--- config.mk ---
export PLATFORM = sky130hd
export DESIGN_NAME = rv_decode_top
export DESIGN_NICKNAME = d
export VERILOG_FILES = /design/src/design/rv_pkg.sv /design/src/design/rv_decode_if.sv /design/src/design/rv_agu.sv /design/src/design/rv_bcu.sv /design/src/design/rv_decode_stage.sv /design/src/design/rv_decode_top.sv /design/src/design/rv_decoder.sv /design/src/design/rv_regfile.sv
export VERILOG_INCLUDE_DIRS = /design/src /design/src/design
export SDC_FILE = /design/constraint.sdc
export NUM_CORES = 2
export LEC_CHECK = 0
export BUFFER_PORTS_ARGS = -buffer_cell sky130_fd_sc_hd__buf_2
export CORE_MARGIN = 2
export CORE_UTILIZATION = 50
export CTS_CLUSTER_SIZE = 14
export DETAILED_ROUTE_END_ITERATION = 10
export PLACE_DENSITY = 0.68
export SYNTH_ARGS = -nofsm -noshare
export SYNTH_HDL_FRONTEND = slang
export SYNTH_SLANG_ARGS = --single-unit
--- constraint.sdc ---
create_clock -name clk -period 12.5 [get_ports clk]
set_input_delay 0.625 -clock clk [delete_from_list [all_inputs] [get_ports clk]]
set_output_delay 0.625 -clock clk [all_outputs]
set_load 0.01 [all_outputs]
--- src/design/rv_defines.svh ---
`ifndef RV_DEFINES_SVH
`define RV_DEFINES_SVH

// Data and address width
`define RV_XLEN 32

`define RV_RADDR_W 5 // Register address width
`define RV_NREGS 32

`endif

--- src/design/rv_pkg.sv ---
`default_nettype none

`include "rv_defines.svh"

package rv_pkg;

  typedef enum logic [6:0] {
    opc_lui      = 7'b0110111,
    opc_auipc    = 7'b0010111,
    opc_jal      = 7'b1101111,
    opc_jalr     = 7'b1100111,
    opc_branch   = 7'b1100011,
    opc_load     = 7'b0000011,
    opc_store    = 7'b0100011,
    opc_op_imm   = 7'b0010011,
    opc_op       = 7'b0110011,
    opc_misc_mem = 7'b0001111,
    opc_system   = 7'b1110011
  } rv_opcode_e;

  typedef enum logic [3:0] {
    alu_add, alu_sub, alu_sll, alu_slt, alu_sltu,
    alu_xor, alu_srl, alu_sra, alu_or, alu_and
  } rv_alu_op_e;

  typedef enum logic [2:0] {
    bcu_none, bcu_beq, bcu_bne, bcu_blt, bcu_bge, bcu_bltu, bcu_bgeu
  } rv_bcu_op_e;

  typedef enum logic [3:0] {
    lsu_none, lsu_lb, lsu_lbu, lsu_lh, lsu_lhu, lsu_lw, lsu_sb, lsu_sh, lsu_sw
  } rv_lsu_op_e;

  // Machine mode cause codes
  typedef enum logic [3:0] {
    exc_instr_misaligned = 4'd0,
    exc_illegal_instr    = 4'd2,
    exc_breakpoint       = 4'd3,
    exc_load_misaligned  = 4'd4,
    exc_store_misaligned = 4'd6,
    exc_ecall            = 4'd11
  } rv_ecause_e;

  typedef struct packed {
    logic                   valid;
    logic [`RV_XLEN-1:0]    pc;
    logic [`RV_XLEN-1:0]    npc;
    logic [`RV_XLEN-1:0]    imm;
    logic [`RV_RADDR_W-1:0] waddr;
    logic                   wren;
    logic [`RV_XLEN-1:0]    rdata1;
    logic [`RV_XLEN-1:0]    rdata2;
    rv_alu_op_e             alu_op;
    rv_bcu_op_e             bcu_op;
    rv_lsu_op_e             lsu_op;
    logic                   lui;
    logic                   auipc;
    logic                   jal;
    logic                   jalr;
    logic                   branch;
    logic                   load;
    logic                   store;
    logic                   fence;
    logic                   jump;
    logic [`RV_XLEN-1:0]    address;
    logic [3:0]             byteenable;
    logic                   exception;
    rv_ecause_e             ecause;
    logic [`RV_XLEN-1:0]    etval;
  } rv_decode_reg_t;

  localparam rv_decode_reg_t rv_decode_reset = '0;

endpackage

`default_nettype wire

--- src/design/rv_decode_if.sv ---
`timescale 1ns/1ps
`default_nettype none

`include "rv_defines.svh"

interface rv_dec_if import rv_pkg::*; ();
  logic [`RV_XLEN-1:0] instr;
  logic [`RV_XLEN-1:0] imm;
  logic                wren;
  logic                rden1;
  logic                rden2;
  logic                lui;
  logic                auipc;
  logic                jal;
  logic                jalr;
  logic                branch;
  logic                load;
  logic                store;
  logic                fence;
  rv_alu_op_e          alu_op;
  rv_bcu_op_e          bcu_op;
  rv_lsu_op_e          lsu_op;
  logic                ecall;
  logic                ebreak;
  logic                valid;

  modport stage (
    output instr,
    input  imm, wren, rden1, rden2, lui, auipc, jal, jalr, branch, load, store, fence,
    input  alu_op, bcu_op, lsu_op, ecall, ebreak, valid
  );

  modport decoder (
    input  instr,
    output imm, wren, rden1, rden2, lui, auipc, jal, jalr, branch, load, store, fence,
    output alu_op, bcu_op, lsu_op, ecall, ebreak, valid
  );
endinterface

interface rv_rf_if ();
  logic                   rden1;
  logic                   rden2;
  logic [`RV_RADDR_W-1:0] raddr1;
  logic [`RV_RADDR_W-1:0] raddr2;
  logic [`RV_XLEN-1:0]    rdata1; // Forwarded
  logic [`RV_XLEN-1:0]    rdata2;

  modport stage (output rden1, rden2, raddr1, raddr2, input rdata1, rdata2);
  modport regfile (input rden1, rden2, raddr1, raddr2, output rdata1, rdata2);
endinterface

`default_nettype wire

--- src/design/rv_agu.sv ---
`timescale 1ns/1ps
`default_nettype none

`include "rv_defines.svh"

module rv_agu import rv_pkg::*; (
  input  logic [`RV_XLEN-1:0] rdata1,
  input  logic [`RV_XLEN-1:0] imm,
  input  logic [`RV_XLEN-1:0] pc,
  input  logic                jal,
  input  logic                jalr,
  input  logic                branch,
  input  logic                load,
  input  logic                store,
  input  rv_lsu_op_e          lsu_op,
  output logic [`RV_XLEN-1:0] address,
  output logic [3:0]          byteenable,
  output logic                exception,
  output rv_ecause_e          ecause
);

  logic [`RV_XLEN-1:0] reg_sum;
  logic [`RV_XLEN-1:0] pc_sum;

  assign reg_sum = rdata1 + imm;
  assign pc_sum  = pc + imm;

  always_comb begin
    address    = '0;
    byteenable = 4'b0000;
    exception  = 1'b0;
    ecause     = exc_instr_misaligned;

    if (load || store) begin
      address = reg_sum;
      ecause  = load ? exc_load_misaligned : exc_store_misaligned;
      case (lsu_op)
        lsu_lb, lsu_lbu, lsu_sb: byteenable = 4'b0001 << address[1:0];
        lsu_lh, lsu_lhu, lsu_sh: begin
          byteenable = 4'b0011 << address[1:0];
          exception  = address[0];
        end
        lsu_lw, lsu_sw: begin
          byteenable = 4'b1111;
          exception  = |address[1:0];
        end
        default: byteenable = 4'b0000;
      endcase
    end else if (jalr) begin
      address   = {reg_sum[`RV_XLEN-1:1], 1'b0};
      exception = address[1];
    end else if (jal || branch) begin
      address   = pc_sum;
      exception = address[1]; // Only 32-bit targets
    end
  end

endmodule

`default_nettype wire

--- src/design/rv_bcu.sv ---
`timescale 1ns/1ps
`default_nettype none

`include "rv_defines.svh"

module rv_bcu import rv_pkg::*; (
  input  logic [`RV_XLEN-1:0] rdata1,
  input  logic [`RV_XLEN-1:0] rdata2,
  input  rv_bcu_op_e          bcu_op,
  output logic                taken
);

  always_comb begin
    case (bcu_op)
      bcu_beq:  taken = (rdata1 == rdata2);
      bcu_bne:  taken = (rdata1 != rdata2);
      bcu_blt:  taken = ($signed(rdata1) < $signed(rdata2));
      bcu_bge:  taken = ($signed(rdata1) >= $signed(rdata2));
      bcu_bltu: taken = (rdata1 < rdata2);
      bcu_bgeu: taken = (rdata1 >= rdata2);
      default:  taken = 1'b0;
    endcase
  end

endmodule

`default_nettype wire

--- src/design/rv_decode_stage.sv ---
`timescale 1ns/1ps
`default_nettype none

`include "rv_defines.svh"

module rv_decode_stage import rv_pkg::*; (
  input  logic                   clk,
  input  logic                   rst,
  input  logic [`RV_XLEN-1:0]    pc,
  input  logic [`RV_XLEN-1:0]    instr,
  input  logic                   stall,
  input  logic                   clear,
  rv_dec_if.stage                dec,
  rv_rf_if.stage                 rf,
  output logic [`RV_XLEN-1:0]    bcu_rdata1,
  output logic [`RV_XLEN-1:0]    bcu_rdata2,
  output rv_bcu_op_e             bcu_op,
  input  logic                   bcu_taken,
  output logic [`RV_XLEN-1:0]    agu_rdata1,
  output logic [`RV_XLEN-1:0]    agu_imm,
  output logic [`RV_XLEN-1:0]    agu_pc,
  output logic                   agu_jal,
  output logic                   agu_jalr,
  output logic                   agu_branch,
  output logic                   agu_load,
  output logic                   agu_store,
  output rv_lsu_op_e             agu_lsu_op,
  input  logic [`RV_XLEN-1:0]    agu_address,
  input  logic [3:0]             agu_byteenable,
  input  logic                   agu_exception,
  input  rv_ecause_e             agu_ecause,
  output logic                   d_valid,
  output logic [`RV_XLEN-1:0]    d_pc,
  output logic [`RV_XLEN-1:0]    d_npc,
  output logic [`RV_XLEN-1:0]    d_imm,
  output logic [`RV_RADDR_W-1:0] d_waddr,
  output logic                   d_wren,
  output logic [`RV_XLEN-1:0]    d_rdata1,
  output logic [`RV_XLEN-1:0]    d_rdata2,
  output rv_alu_op_e             d_alu_op,
  output rv_lsu_op_e             d_lsu_op,
  output logic                   d_jump,
  output logic [`RV_XLEN-1:0]    d_address,
  output logic                   d_exception,
  output rv_ecause_e             d_ecause,
  output logic [`RV_XLEN-1:0]    d_etval,
  output logic                   mem_valid,
  output logic [`RV_XLEN-1:0]    mem_addr,
  output logic [`RV_XLEN-1:0]    mem_wdata,
  output logic [3:0]             mem_wstrb
);

  rv_decode_reg_t      r, v;
  logic [`RV_XLEN-1:0] instr_q;
  logic                hold;
  logic [`RV_XLEN-1:0] cur_pc;
  logic [`RV_XLEN-1:0] cur_instr;

  // While held, re-decode the registered instruction
  assign hold      = stall & ~clear;
  assign cur_pc    = hold ? r.pc : pc;
  assign cur_instr = hold ? instr_q : instr;

  assign dec.instr = cur_instr;
  assign rf.rden1  = dec.rden1;
  assign rf.rden2  = dec.rden2;
  assign rf.raddr1 = cur_instr[19:15];
  assign rf.raddr2 = cur_instr[24:20];

  assign bcu_rdata1 = rf.rdata1;
  assign bcu_rdata2 = rf.rdata2;
  assign bcu_op     = dec.bcu_op;

  assign agu_rdata1 = rf.rdata1;
  assign agu_imm    = dec.imm;
  assign agu_pc     = cur_pc;
  assign agu_jal    = dec.jal;
  assign agu_jalr   = dec.jalr;
  assign agu_branch = dec.branch;
  assign agu_load   = dec.load;
  assign agu_store  = dec.store;
  assign agu_lsu_op = dec.lsu_op;

  always_comb begin
    v = rv_decode_reset;
    v.valid  = dec.valid;
    v.pc     = cur_pc;
    v.npc    = cur_pc + `RV_XLEN'd4;
    v.imm    = dec.imm;
    v.waddr  = cur_instr[11:7];
    v.wren   = dec.wren;
    v.rdata1 = rf.rdata1;
    v.rdata2 = rf.rdata2;
    v.alu_op = dec.alu_op;
    v.bcu_op = dec.bcu_op;
    v.lsu_op = dec.lsu_op;
    {v.lui, v.auipc, v.jal, v.jalr} = {dec.lui, dec.auipc, dec.jal, dec.jalr};
    {v.branch, v.load, v.store, v.fence} = {dec.branch, dec.load, dec.store, dec.fence};
    v.jump       = dec.jal | dec.jalr | bcu_taken;
    v.address    = agu_address;
    v.byteenable = agu_byteenable;
    v.exception  = agu_exception;
    v.ecause     = agu_ecause;
    v.etval      = agu_address;

    if (v.exception) begin
      if (v.load) begin
        {v.load, v.wren} = 2'b00;
      end else if (v.store) begin
        v.store = 1'b0;
      end else if (v.jump) begin
        {v.jump, v.wren} = 2'b00;
      end else begin
        v.exception = 1'b0; // Untaken branch or plain ALU op
      end
    end

    if (!dec.valid) begin
      v.exception = 1'b1;
      v.ecause    = exc_illegal_instr;
      v.etval     = cur_instr;
      {v.wren, v.jump, v.load, v.store} = 4'b0000;
    end else if (dec.ebreak) begin
      v.exception = 1'b1;
      v.ecause    = exc_breakpoint;
      v.etval     = cur_instr;
    end else if (dec.ecall) begin
      v.exception = 1'b1;
      v.ecause    = exc_ecall;
      v.etval     = cur_instr;
    end

    if (clear) begin
      {v.valid, v.wren, v.jump, v.load, v.store, v.exception} = 6'b000000;
    end
  end

  always_ff @(posedge clk) begin
    if (!rst) begin
      r       <= rv_decode_reset;
      instr_q <= '0;
    end else if (!hold) begin
      r       <= v;
      instr_q <= instr;
    end
  end

  // A squashed instruction stays quiet while held
  assign mem_valid = (v.load | v.store) & (r.valid | ~hold);
  assign mem_addr  = v.address;
  assign mem_wstrb = dec.load ? 4'b0000 : v.byteenable;

  always_comb begin
    case (v.lsu_op)
      lsu_sb:  mem_wdata = {4{v.rdata2[7:0]}};
      lsu_sh:  mem_wdata = {2{v.rdata2[15:0]}};
      default: mem_wdata = v.rdata2;
    endcase
  end

  assign d_valid     = r.valid;
  assign d_pc        = r.pc;
  assign d_npc       = r.npc;
  assign d_imm       = r.imm;
  assign d_waddr     = r.waddr;
  assign d_wren      = r.wren;
  assign d_rdata1    = r.rdata1;
  assign d_rdata2    = r.rdata2;
  assign d_alu_op    = r.alu_op;
  assign d_lsu_op    = r.lsu_op;
  assign d_jump      = r.jump;
  assign d_address   = r.address;
  assign d_exception = r.exception;
  assign d_ecause    = r.ecause;
  assign d_etval     = r.etval;

endmodule

`default_nettype wire

--- src/design/rv_decode_top.sv ---
`timescale 1ns/1ps
`default_nettype none

`include "rv_defines.svh"

module rv_decode_top import rv_pkg::*; (
  input  logic                   clk,
  input  logic                   rst,
  input  logic [`RV_XLEN-1:0]    pc,
  input  logic [`RV_XLEN-1:0]    instr,
  input  logic                   stall,
  input  logic                   clear,
  input  logic                   wb_wren,
  input  logic [`RV_RADDR_W-1:0] wb_waddr,
  input  logic [`RV_XLEN-1:0]    wb_wdata,
  input  logic                   ex_wren,
  input  logic [`RV_RADDR_W-1:0] ex_waddr,
  input  logic [`RV_XLEN-1:0]    ex_wdata,
  output logic                   d_valid,
  output logic [`RV_XLEN-1:0]    d_pc,
  output logic [`RV_XLEN-1:0]    d_npc,
  output logic [`RV_XLEN-1:0]    d_imm,
  output logic [`RV_RADDR_W-1:0] d_waddr,
  output logic                   d_wren,
  output logic [`RV_XLEN-1:0]    d_rdata1,
  output logic [`RV_XLEN-1:0]    d_rdata2,
  output rv_alu_op_e             d_alu_op,
  output rv_lsu_op_e             d_lsu_op,
  output logic                   d_jump,
  output logic [`RV_XLEN-1:0]    d_address,
  output logic                   d_exception,
  output rv_ecause_e             d_ecause,
  output logic [`RV_XLEN-1:0]    d_etval,
  output logic                   mem_valid,
  output logic [`RV_XLEN-1:0]    mem_addr,
  output logic [`RV_XLEN-1:0]    mem_wdata,
  output logic [3:0]             mem_wstrb
);

  logic [`RV_XLEN-1:0] bcu_rdata1, bcu_rdata2;
  rv_bcu_op_e          bcu_op;
  logic                bcu_taken;
  logic [`RV_XLEN-1:0] agu_rdata1, agu_imm, agu_pc, agu_address;
  logic                agu_jal, agu_jalr, agu_branch, agu_load, agu_store;
  rv_lsu_op_e          agu_lsu_op;
  logic [3:0]          agu_byteenable;
  logic                agu_exception;
  rv_ecause_e          agu_ecause;

  rv_dec_if u_dec_if ();
  rv_rf_if  u_rf_if ();

  rv_decode_stage u_rv_decode_stage (
    .clk, .rst, .pc, .instr, .stall, .clear,
    .dec (u_dec_if.stage),
    .rf  (u_rf_if.stage),
    .bcu_rdata1, .bcu_rdata2, .bcu_op, .bcu_taken,
    .agu_rdata1, .agu_imm, .agu_pc, .agu_jal, .agu_jalr, .agu_branch,
    .agu_load, .agu_store, .agu_lsu_op,
    .agu_address, .agu_byteenable, .agu_exception, .agu_ecause,
    .d_valid, .d_pc, .d_npc, .d_imm, .d_waddr, .d_wren, .d_rdata1, .d_rdata2,
    .d_alu_op, .d_lsu_op, .d_jump, .d_address, .d_exception, .d_ecause, .d_etval,
    .mem_valid, .mem_addr, .mem_wdata, .mem_wstrb
  );

  rv_decoder u_rv_decoder (.dec (u_dec_if.decoder));

  rv_regfile u_rv_regfile (
    .clk, .rst,
    .rf (u_rf_if.regfile),
    .wb_wren, .wb_waddr, .wb_wdata,
    .ex_wren, .ex_waddr, .ex_wdata
  );

  rv_bcu u_rv_bcu (
    .rdata1 (bcu_rdata1),
    .rdata2 (bcu_rdata2),
    .bcu_op (bcu_op),
    .taken  (bcu_taken)
  );

  rv_agu u_rv_agu (
    .rdata1     (agu_rdata1),
    .imm        (agu_imm),
    .pc         (agu_pc),
    .jal        (agu_jal),
    .jalr       (agu_jalr),
    .branch     (agu_branch),
    .load       (agu_load),
    .store      (agu_store),
    .lsu_op     (agu_lsu_op),
    .address    (agu_address),
    .byteenable (agu_byteenable),
    .exception  (agu_exception),
    .ecause     (agu_ecause)
  );

endmodule

`default_nettype wire

--- src/design/rv_decoder.sv ---
`timescale 1ns/1ps
`default_nettype none

`include "rv_defines.svh"

module rv_decoder import rv_pkg::*; (
  rv_dec_if.decoder dec
);

  logic [`RV_XLEN-1:0] instr;
  rv_opcode_e          opcode;
  logic [2:0]          funct3;
  logic [6:0]          funct7;
  logic [`RV_XLEN-1:0] imm_i, imm_s, imm_b, imm_u, imm_j;

  assign instr  = dec.instr;
  assign opcode = rv_opcode_e'(instr[6:0]);
  assign funct3 = instr[14:12];
  assign funct7 = instr[31:25];

  assign imm_i = {{20{instr[31]}}, instr[31:20]};
  assign imm_s = {{20{instr[31]}}, instr[31:25], instr[11:7]};
  assign imm_b = {{20{instr[31]}}, instr[7], instr[30:25], instr[11:8], 1'b0};
  assign imm_u = {instr[31:12], 12'b0};
  assign imm_j = {{12{instr[31]}}, instr[19:12], instr[20], instr[30:21], 1'b0};

  always_comb begin
    dec.imm    = '0;
    dec.wren   = 1'b0;
    dec.rden1  = 1'b0;
    dec.rden2  = 1'b0;
    dec.lui    = 1'b0;
    dec.auipc  = 1'b0;
    dec.jal    = 1'b0;
    dec.jalr   = 1'b0;
    dec.branch = 1'b0;
    dec.load   = 1'b0;
    dec.store  = 1'b0;
    dec.fence  = 1'b0;
    dec.alu_op = alu_add;
    dec.bcu_op = bcu_none;
    dec.lsu_op = lsu_none;
    dec.ecall  = 1'b0;
    dec.ebreak = 1'b0;
    dec.valid  = 1'b0;

    case (opcode)
      opc_lui: begin
        {dec.imm, dec.wren, dec.lui, dec.valid} = {imm_u, 3'b111};
      end
      opc_auipc: begin
        {dec.imm, dec.wren, dec.auipc, dec.valid} = {imm_u, 3'b111};
      end
      opc_jal: begin
        {dec.imm, dec.wren, dec.jal, dec.valid} = {imm_j, 3'b111};
      end
      opc_jalr: begin
        {dec.imm, dec.wren, dec.rden1, dec.jalr} = {imm_i, 3'b111};
        dec.valid = (funct3 == 3'b000);
      end
      opc_branch: begin
        {dec.imm, dec.rden1, dec.rden2, dec.branch, dec.valid} = {imm_b, 4'b1111};
        case (funct3)
          3'b000:  dec.bcu_op = bcu_beq;
          3'b001:  dec.bcu_op = bcu_bne;
          3'b100:  dec.bcu_op = bcu_blt;
          3'b101:  dec.bcu_op = bcu_bge;
          3'b110:  dec.bcu_op = bcu_bltu;
          3'b111:  dec.bcu_op = bcu_bgeu;
          default: {dec.branch, dec.valid} = 2'b00;
        endcase
      end
      opc_load: begin
        {dec.imm, dec.wren, dec.rden1, dec.load, dec.valid} = {imm_i, 4'b1111};
        case (funct3)
          3'b000:  dec.lsu_op = lsu_lb;
          3'b001:  dec.lsu_op = lsu_lh;
          3'b010:  dec.lsu_op = lsu_lw;
          3'b100:  dec.lsu_op = lsu_lbu;
          3'b101:  dec.lsu_op = lsu_lhu;
          default: {dec.wren, dec.load, dec.valid} = 3'b000;
        endcase
      end
      opc_store: begin
        {dec.imm, dec.rden1, dec.rden2, dec.store, dec.valid} = {imm_s, 4'b1111};
        case (funct3)
          3'b000:  dec.lsu_op = lsu_sb;
          3'b001:  dec.lsu_op = lsu_sh;
          3'b010:  dec.lsu_op = lsu_sw;
          default: {dec.store, dec.valid} = 2'b00;
        endcase
      end
      opc_op_imm: begin
        {dec.imm, dec.wren, dec.rden1, dec.valid} = {imm_i, 3'b111};
        case (funct3)
          3'b000: dec.alu_op = alu_add;
          3'b010: dec.alu_op = alu_slt;
          3'b011: dec.alu_op = alu_sltu;
          3'b100: dec.alu_op = alu_xor;
          3'b110: dec.alu_op = alu_or;
          3'b111: dec.alu_op = alu_and;
          3'b001: begin
            dec.alu_op = alu_sll;
            dec.valid  = (funct7 == 7'b0000000);
          end
          default: begin // srli and srai share funct3
            dec.alu_op = funct7[5] ? alu_sra : alu_srl;
            dec.valid  = (funct7 == 7'b0000000) || (funct7 == 7'b0100000);
          end
        endcase
      end
      opc_op: begin
        {dec.wren, dec.rden1, dec.rden2, dec.valid} = 4'b1111;
        case ({funct7, funct3})
          10'b0000000_000: dec.alu_op = alu_add;
          10'b0100000_000: dec.alu_op = alu_sub;
          10'b0000000_001: dec.alu_op = alu_sll;
          10'b0000000_010: dec.alu_op = alu_slt;
          10'b0000000_011: dec.alu_op = alu_sltu;
          10'b0000000_100: dec.alu_op = alu_xor;
          10'b0000000_101: dec.alu_op = alu_srl;
          10'b0100000_101: dec.alu_op = alu_sra;
          10'b0000000_110: dec.alu_op = alu_or;
          10'b0000000_111: dec.alu_op = alu_and;
          default:         dec.valid  = 1'b0;
        endcase
      end
      opc_misc_mem: begin
        dec.fence = (funct3 == 3'b000);
        dec.valid = (funct3 == 3'b000);
      end
      opc_system: begin
        dec.ecall  = (instr == 32'h0000_0073);
        dec.ebreak = (instr == 32'h0010_0073);
        dec.valid  = dec.ecall | dec.ebreak; // No CSR or mret support
      end
      default: dec.valid = 1'b0;
    endcase
  end

endmodule

`default_nettype wire

--- src/design/rv_regfile.sv ---
`timescale 1ns/1ps
`default_nettype none

`include "rv_defines.svh"

module rv_regfile (
  input  logic                   clk,
  input  logic                   rst,
  rv_rf_if.regfile               rf,
  input  logic                   wb_wren,
  input  logic [`RV_RADDR_W-1:0] wb_waddr,
  input  logic [`RV_XLEN-1:0]    wb_wdata,
  input  logic                   ex_wren,
  input  logic [`RV_RADDR_W-1:0] ex_waddr,
  input  logic [`RV_XLEN-1:0]    ex_wdata
);

  logic [`RV_XLEN-1:0] regs [1:`RV_NREGS-1]; // x0 is not stored

  // Execute result wins over writeback, then the array
  function automatic logic [`RV_XLEN-1:0] read_port(
    input logic                   rden,
    input logic [`RV_RADDR_W-1:0] raddr
  );
    logic [`RV_XLEN-1:0] data;
    if (!rden || raddr == '0) data = '0;
    else if (ex_wren && ex_waddr == raddr) data = ex_wdata;
    else if (wb_wren && wb_waddr == raddr) data = wb_wdata;
    else data = regs[raddr];
    return data;
  endfunction

  always_comb begin
    rf.rdata1 = read_port(rf.rden1, rf.raddr1);
    rf.rdata2 = read_port(rf.rden2, rf.raddr2);
  end

  always_ff @(posedge clk) begin
    if (!rst) begin
      for (int i = 1; i < `RV_NREGS; i++) regs[i] <= '0;
    end else if (wb_wren && wb_waddr != '0) begin
      regs[wb_waddr] <= wb_wdata;
    end
  end

endmodule

`default_nettype wire

==> impl_metrics.env <==
export IMPL_run_status="finished with violations"
export IMPL_failed_checks="max-capacitance violations, max-slew violations"
export IMPL_power_frac_seq=0.442
export IMPL_finalSetupViolCount=0
export IMPL_end_kind="primary output"
export IMPL_total_switching_power_mw=3.457
export IMPL_holdWs_ns=0.09475
export IMPL_power_share_combinational=0.169
export IMPL_crit_cells=22
export IMPL_synth_largest_type_area_fraction=0.4063
export IMPL_post_synth_num_cell_types=96
export IMPL_synth_yosys_warnings=0
export IMPL_detail_route_iter0_violations=12550
export IMPL_path_buf_inv=2
export IMPL_complex_gate_fraction_of_the_synthesized_area=0.1030
export IMPL_final_layout_net_count=9110
export IMPL_finalWirelength_um=319800
export IMPL_dp_final_hpwl_um=193700
export IMPL_cts_repair_timing_setup_buffer_count=0
export IMPL_maxSlewHeadroom=-0.01775
export IMPL_area_delta_synth_final_pct=11.37
export IMPL_timing_clock_skew_ns=0.04077
export IMPL_critPathTopFamily="compound AO/OA/AOI/OAI gates"
export IMPL_path_max_fanout=127
export IMPL_pwr_share_clk=0.388
export IMPL_lkg_pwr_nw=33.77
export IMPL_htreeDepth=4
export IMPL_maxCapViolations=3
export IMPL_n_fill_cell=13270
export IMPL_worst_path_max_delay_cell="o31ai_1"
export IMPL_io_pins=458
export IMPL_die_x_um=393.1
export IMPL_design_core_area_mm2=0.1501
export IMPL_synthesis_area_per_instance_um2=8.524
export IMPL_yosysSeqAreaShare=0.4790
export IMPL_grt_max_degree=159
export IMPL_criticalPathCategory="reg -> out"
export IMPL_synth_enable_flop_cells=1024
export IMPL_cts_root_buffer="clkbuf_16"
export IMPL_ys_ff_latch=1299
export IMPL_core_rowCount=142
export IMPL_setup_ws_ns=3.301
export IMPL_clock_sinks=1299
export IMPL_synthSimpleGateAreaFrac=0.3197
export IMPL_drc=0
export IMPL_cts_max_path_buffers=3
export IMPL_power_density_mw_per_mm2=134.6
export IMPL_hold_depth=3
export IMPL_netlist_instances=8879
export IMPL_period_needed_ns=9.199
export IMPL_fin_tns_setup_ns=0
export IMPL_route_detailed_vias_per_inst=6.549
export IMPL_grt_first_pass_wirelength_um=454400
export IMPL_sequence_of_cells_on_the_critical_path="and3b_1, a21o_4, buf_12, nand2_1, and3_1, a31oi_1, o2111ai_1, and2_1, o21ai_0, mux2_2, and2_1, ha_1, a21o_1, a21oi_1, nor2b_1, or4_1, a31oi_1, o2111a_1, a211o_1, a41o_1, o31ai_1, buf_2"
export IMPL_clock_tree_from_tritoncts="built"
export IMPL_hp_class="in -> reg"
export IMPL_worstSkewPairLatency_ns=0.82
export IMPL_synth_area_mux_share=0.02215
export IMPL_grt_overflow_total=0
export IMPL_cp_data_required_time_ns=11.88
export IMPL_worstMarginPinSlew_ns=1.516
export IMPL_post_synth_xor_area_fraction=0.009953
export IMPL_chipHeight_um=393.1
export IMPL_place_port_buffers=457
export IMPL_drt_first_pass_iters=9
export IMPL_synthArstFlopShare=0
export IMPL_post_place_ws_ns=3.532
export IMPL_post_cts_resized_instances=0
export IMPL_finalHoldViolations=0
export IMPL_timing_final_max_slew_violations=6
export IMPL_synth_top_cells_by_area="edfxtp_1 (41%), nand2_1 (12%), and2_1 (8.5%), dfxtp_1 (7.3%), nand3_1 (6.8%)"
export IMPL_final_period_utilization=0.7359
export IMPL_clk_transition_reported_paths_ns=0.07
export IMPL_antenna_left=0
export IMPL_worstPathArrival_ns=8.57
export IMPL_rsz0062_at_grt="false"
export IMPL_finalPower_mw=11.34
export IMPL_antenna_violations_before_repair=38
export IMPL_gr_usage_all_layers=0.4015
export IMPL_share_of_post_route_cells_with_drive_strength_above_1=0.1140
export IMPL_numCtsBuffers=149
export IMPL_fmax_mhz=108.7
export IMPL_detailroute_via_count=72250
export IMPL_layout_utilization=0.5614
export IMPL_worst_ir_drop_vdd_v=0.0001363
export IMPL_post_cts_hold_buffer_count=0
export IMPL_number_of_global_route_vias_before_repair=66480
export IMPL_ys_flop_type="edfxtp_1"
export IMPL_critical_path_startpoint_type="register"
export IMPL_syn_area_mm2=0.07568
export IMPL_initial_core_utilization=0.5041
export IMPL_routed_wire_length_per_instance_um=28.98
export IMPL_post_synth_top_area_cell="edfxtp_1"
export IMPL_worst_path_max_stage_delay_ns=0.88
export IMPL_place_gp_congestion=1.007
export IMPL_power_report_internal_total_mw=7.886
export IMPL_synth_top_family_by_area="simple AND/OR/NAND/NOR gates"
export IMPL_synthAdderAreaFrac=0.01590
export IMPL_die_area_mm2=0.1545
export IMPL_rr_worst_depth=26
export IMPL_power_switching_share=0.3048
==> logic make-up (layout without fill, tap and decap cells) <==
| logic type | count (synthesis) | in the layout |
|---|---|---|
| AND/OR/NAND/NOR | 5162 | 5162 |
| flip-flops | 1299 | 1299 |
| AO/OA/AOI/OAI | 1164 | 1164 |
| buffers and inverters | 922 | 1003 |
| multiplexers | 150 | 150 |
| adder cells (fa/ha/maj) | 95 | 95 |
| XOR/XNOR | 86 | 86 |
| other | 1 | 57 |
==> cell usage after synthesis (90+ instances only) <==
library cell     n
nand3_1       1031
a31oi_1        178
buf_1           90
and3_1         148
mux2i_1         99
a21oi_1        242
a311oi_1       172
o21ai_0        226
buf_2           98
and2_1        1024
clkbuf_1       579
inv_1          101
nor3_1         102
nor2_1         350
ha_1            93
nand2_1       2364
edfxtp_1      1024
dfxtp_1        275
==> through the flow <==
step / instances / instance area (um^2)
floorplan: 8910 / 75800
finish: 11030 / 84290
CTS: 11010 / 84230
global placement: 10740 / 79390
detailed placement: 10740 / 79390
global route: 11020 / 84260
==> registers in the layout, summed over array words and instances, names as in the netlist, 30 cells and up <==
signal                       count
u_rv_decode_stage.d_imm         32
u_rv_regfile.regs             1024
u_rv_decode_stage.d_rdata1      32
u_rv_decode_stage.d_npc         32
u_rv_decode_stage.d_rdata2      32
u_rv_decode_stage.d_etval       32
u_rv_decode_stage.d_pc          30
u_rv_decode_stage.d_address     32
u_rv_decode_stage.instr_q       32
==> cell type report <==
type / instances / area, um^2 / area share
flip-flops and latches: 1299 / 36250 / 0.4301
clock buffers: 185 / 3994 / 0.04738
multi-input cells: 6689 / 36410 / 0.4320
repair buffers: 630 / 3814 / 0.04525
clock inverters: 86 / 837.1 / 0.009931
diodes: 25 / 62.56 / 0.0007422
inverters: 102 / 390.4 / 0.004631
well taps: 2016 / 2522 / 0.02993
==> per-layer routing <==
metal	global-route usage	wire, um	vias to the layer above
met1	0.5244	115300	34070
met5	0	103	-
li1	-	-	30770
met3	0.1238	48580	1291
met4	0.2469	21550	14
met2	0.5809	134200	6102
==> worst paths after layout <==
path	startpoint	endpoint	slack (ns)
hold / removal	pc[0]	u_rv_decode_stage.d_npc[0]	0.09
hold reg to reg	u_rv_decode_stage.d_rdata2[0]	u_rv_decode_stage.d_rdata2[0]	0.45
setup / recovery	u_rv_decode_stage.instr_q[15]	mem_addr[27]	3.30
setup reg to reg	u_rv_decode_stage.instr_q[21]	u_rv_decode_stage.d_exception	4.33
==> cell usage in the layout, fill, tap and decap left out, types with 148 or more instances in the layout <==
master	netlist	layout
a21oi_1	242	238
a311oi_1	172	171
a31oi_1	178	176
and2_1	1024	1024
and3_1	148	148
buf_2	98	456
buf_4	49	156
clkbuf_16	0	151
dfxtp_1	275	275
edfxtp_1	1024	1024
nand2_1	2364	2363
nand3_1	1031	1030
nor2_1	350	317
o21ai_0	226	192
==> power groups by stage <==
stage | Combinational [mW] | Sequential (mW) | Clock [mW]
detailed placement | 1.83 | 5.10 | 0
global route | 2.01 | 5.04 | 4.57
CTS | 1.83 | 5.01 | 4.40
finish | 1.92 | 5.02 | 4.40
global placement | 1.81 | 5.09 | 0
floorplan | 1.08 | 5.09 | 0
==> worst reg2reg max path: stages (launching register included) <==
cell and delay (ns):
dfxtp_1 0.32, and3b_1 0.27, a21oi_4 0.22, buf_4 0.62, buf_12 0.77, nand2_1 0.18, and3_1 0.20, a311oi_1 0.27
a311oi_1 0.14, a311oi_1 0.41, a21oi_1 0.09, o21ai_0 0.90, mux2i_1 0.18, nor2_1 0.40, inv_1 0.09, ha_1 0.32
a21o_1 0.16, a21o_1 0.17, a2111oi_0 0.43, o21ai_0 0.24, nor4_1 0.29, o21ai_0 0.15, o21ai_1 0.26, mux2i_1 0.19
mux2i_1 0.17, a41oi_1 0.48, a31oi_1 0.15
No activity file was read; power rests on OpenSTA's default activity.
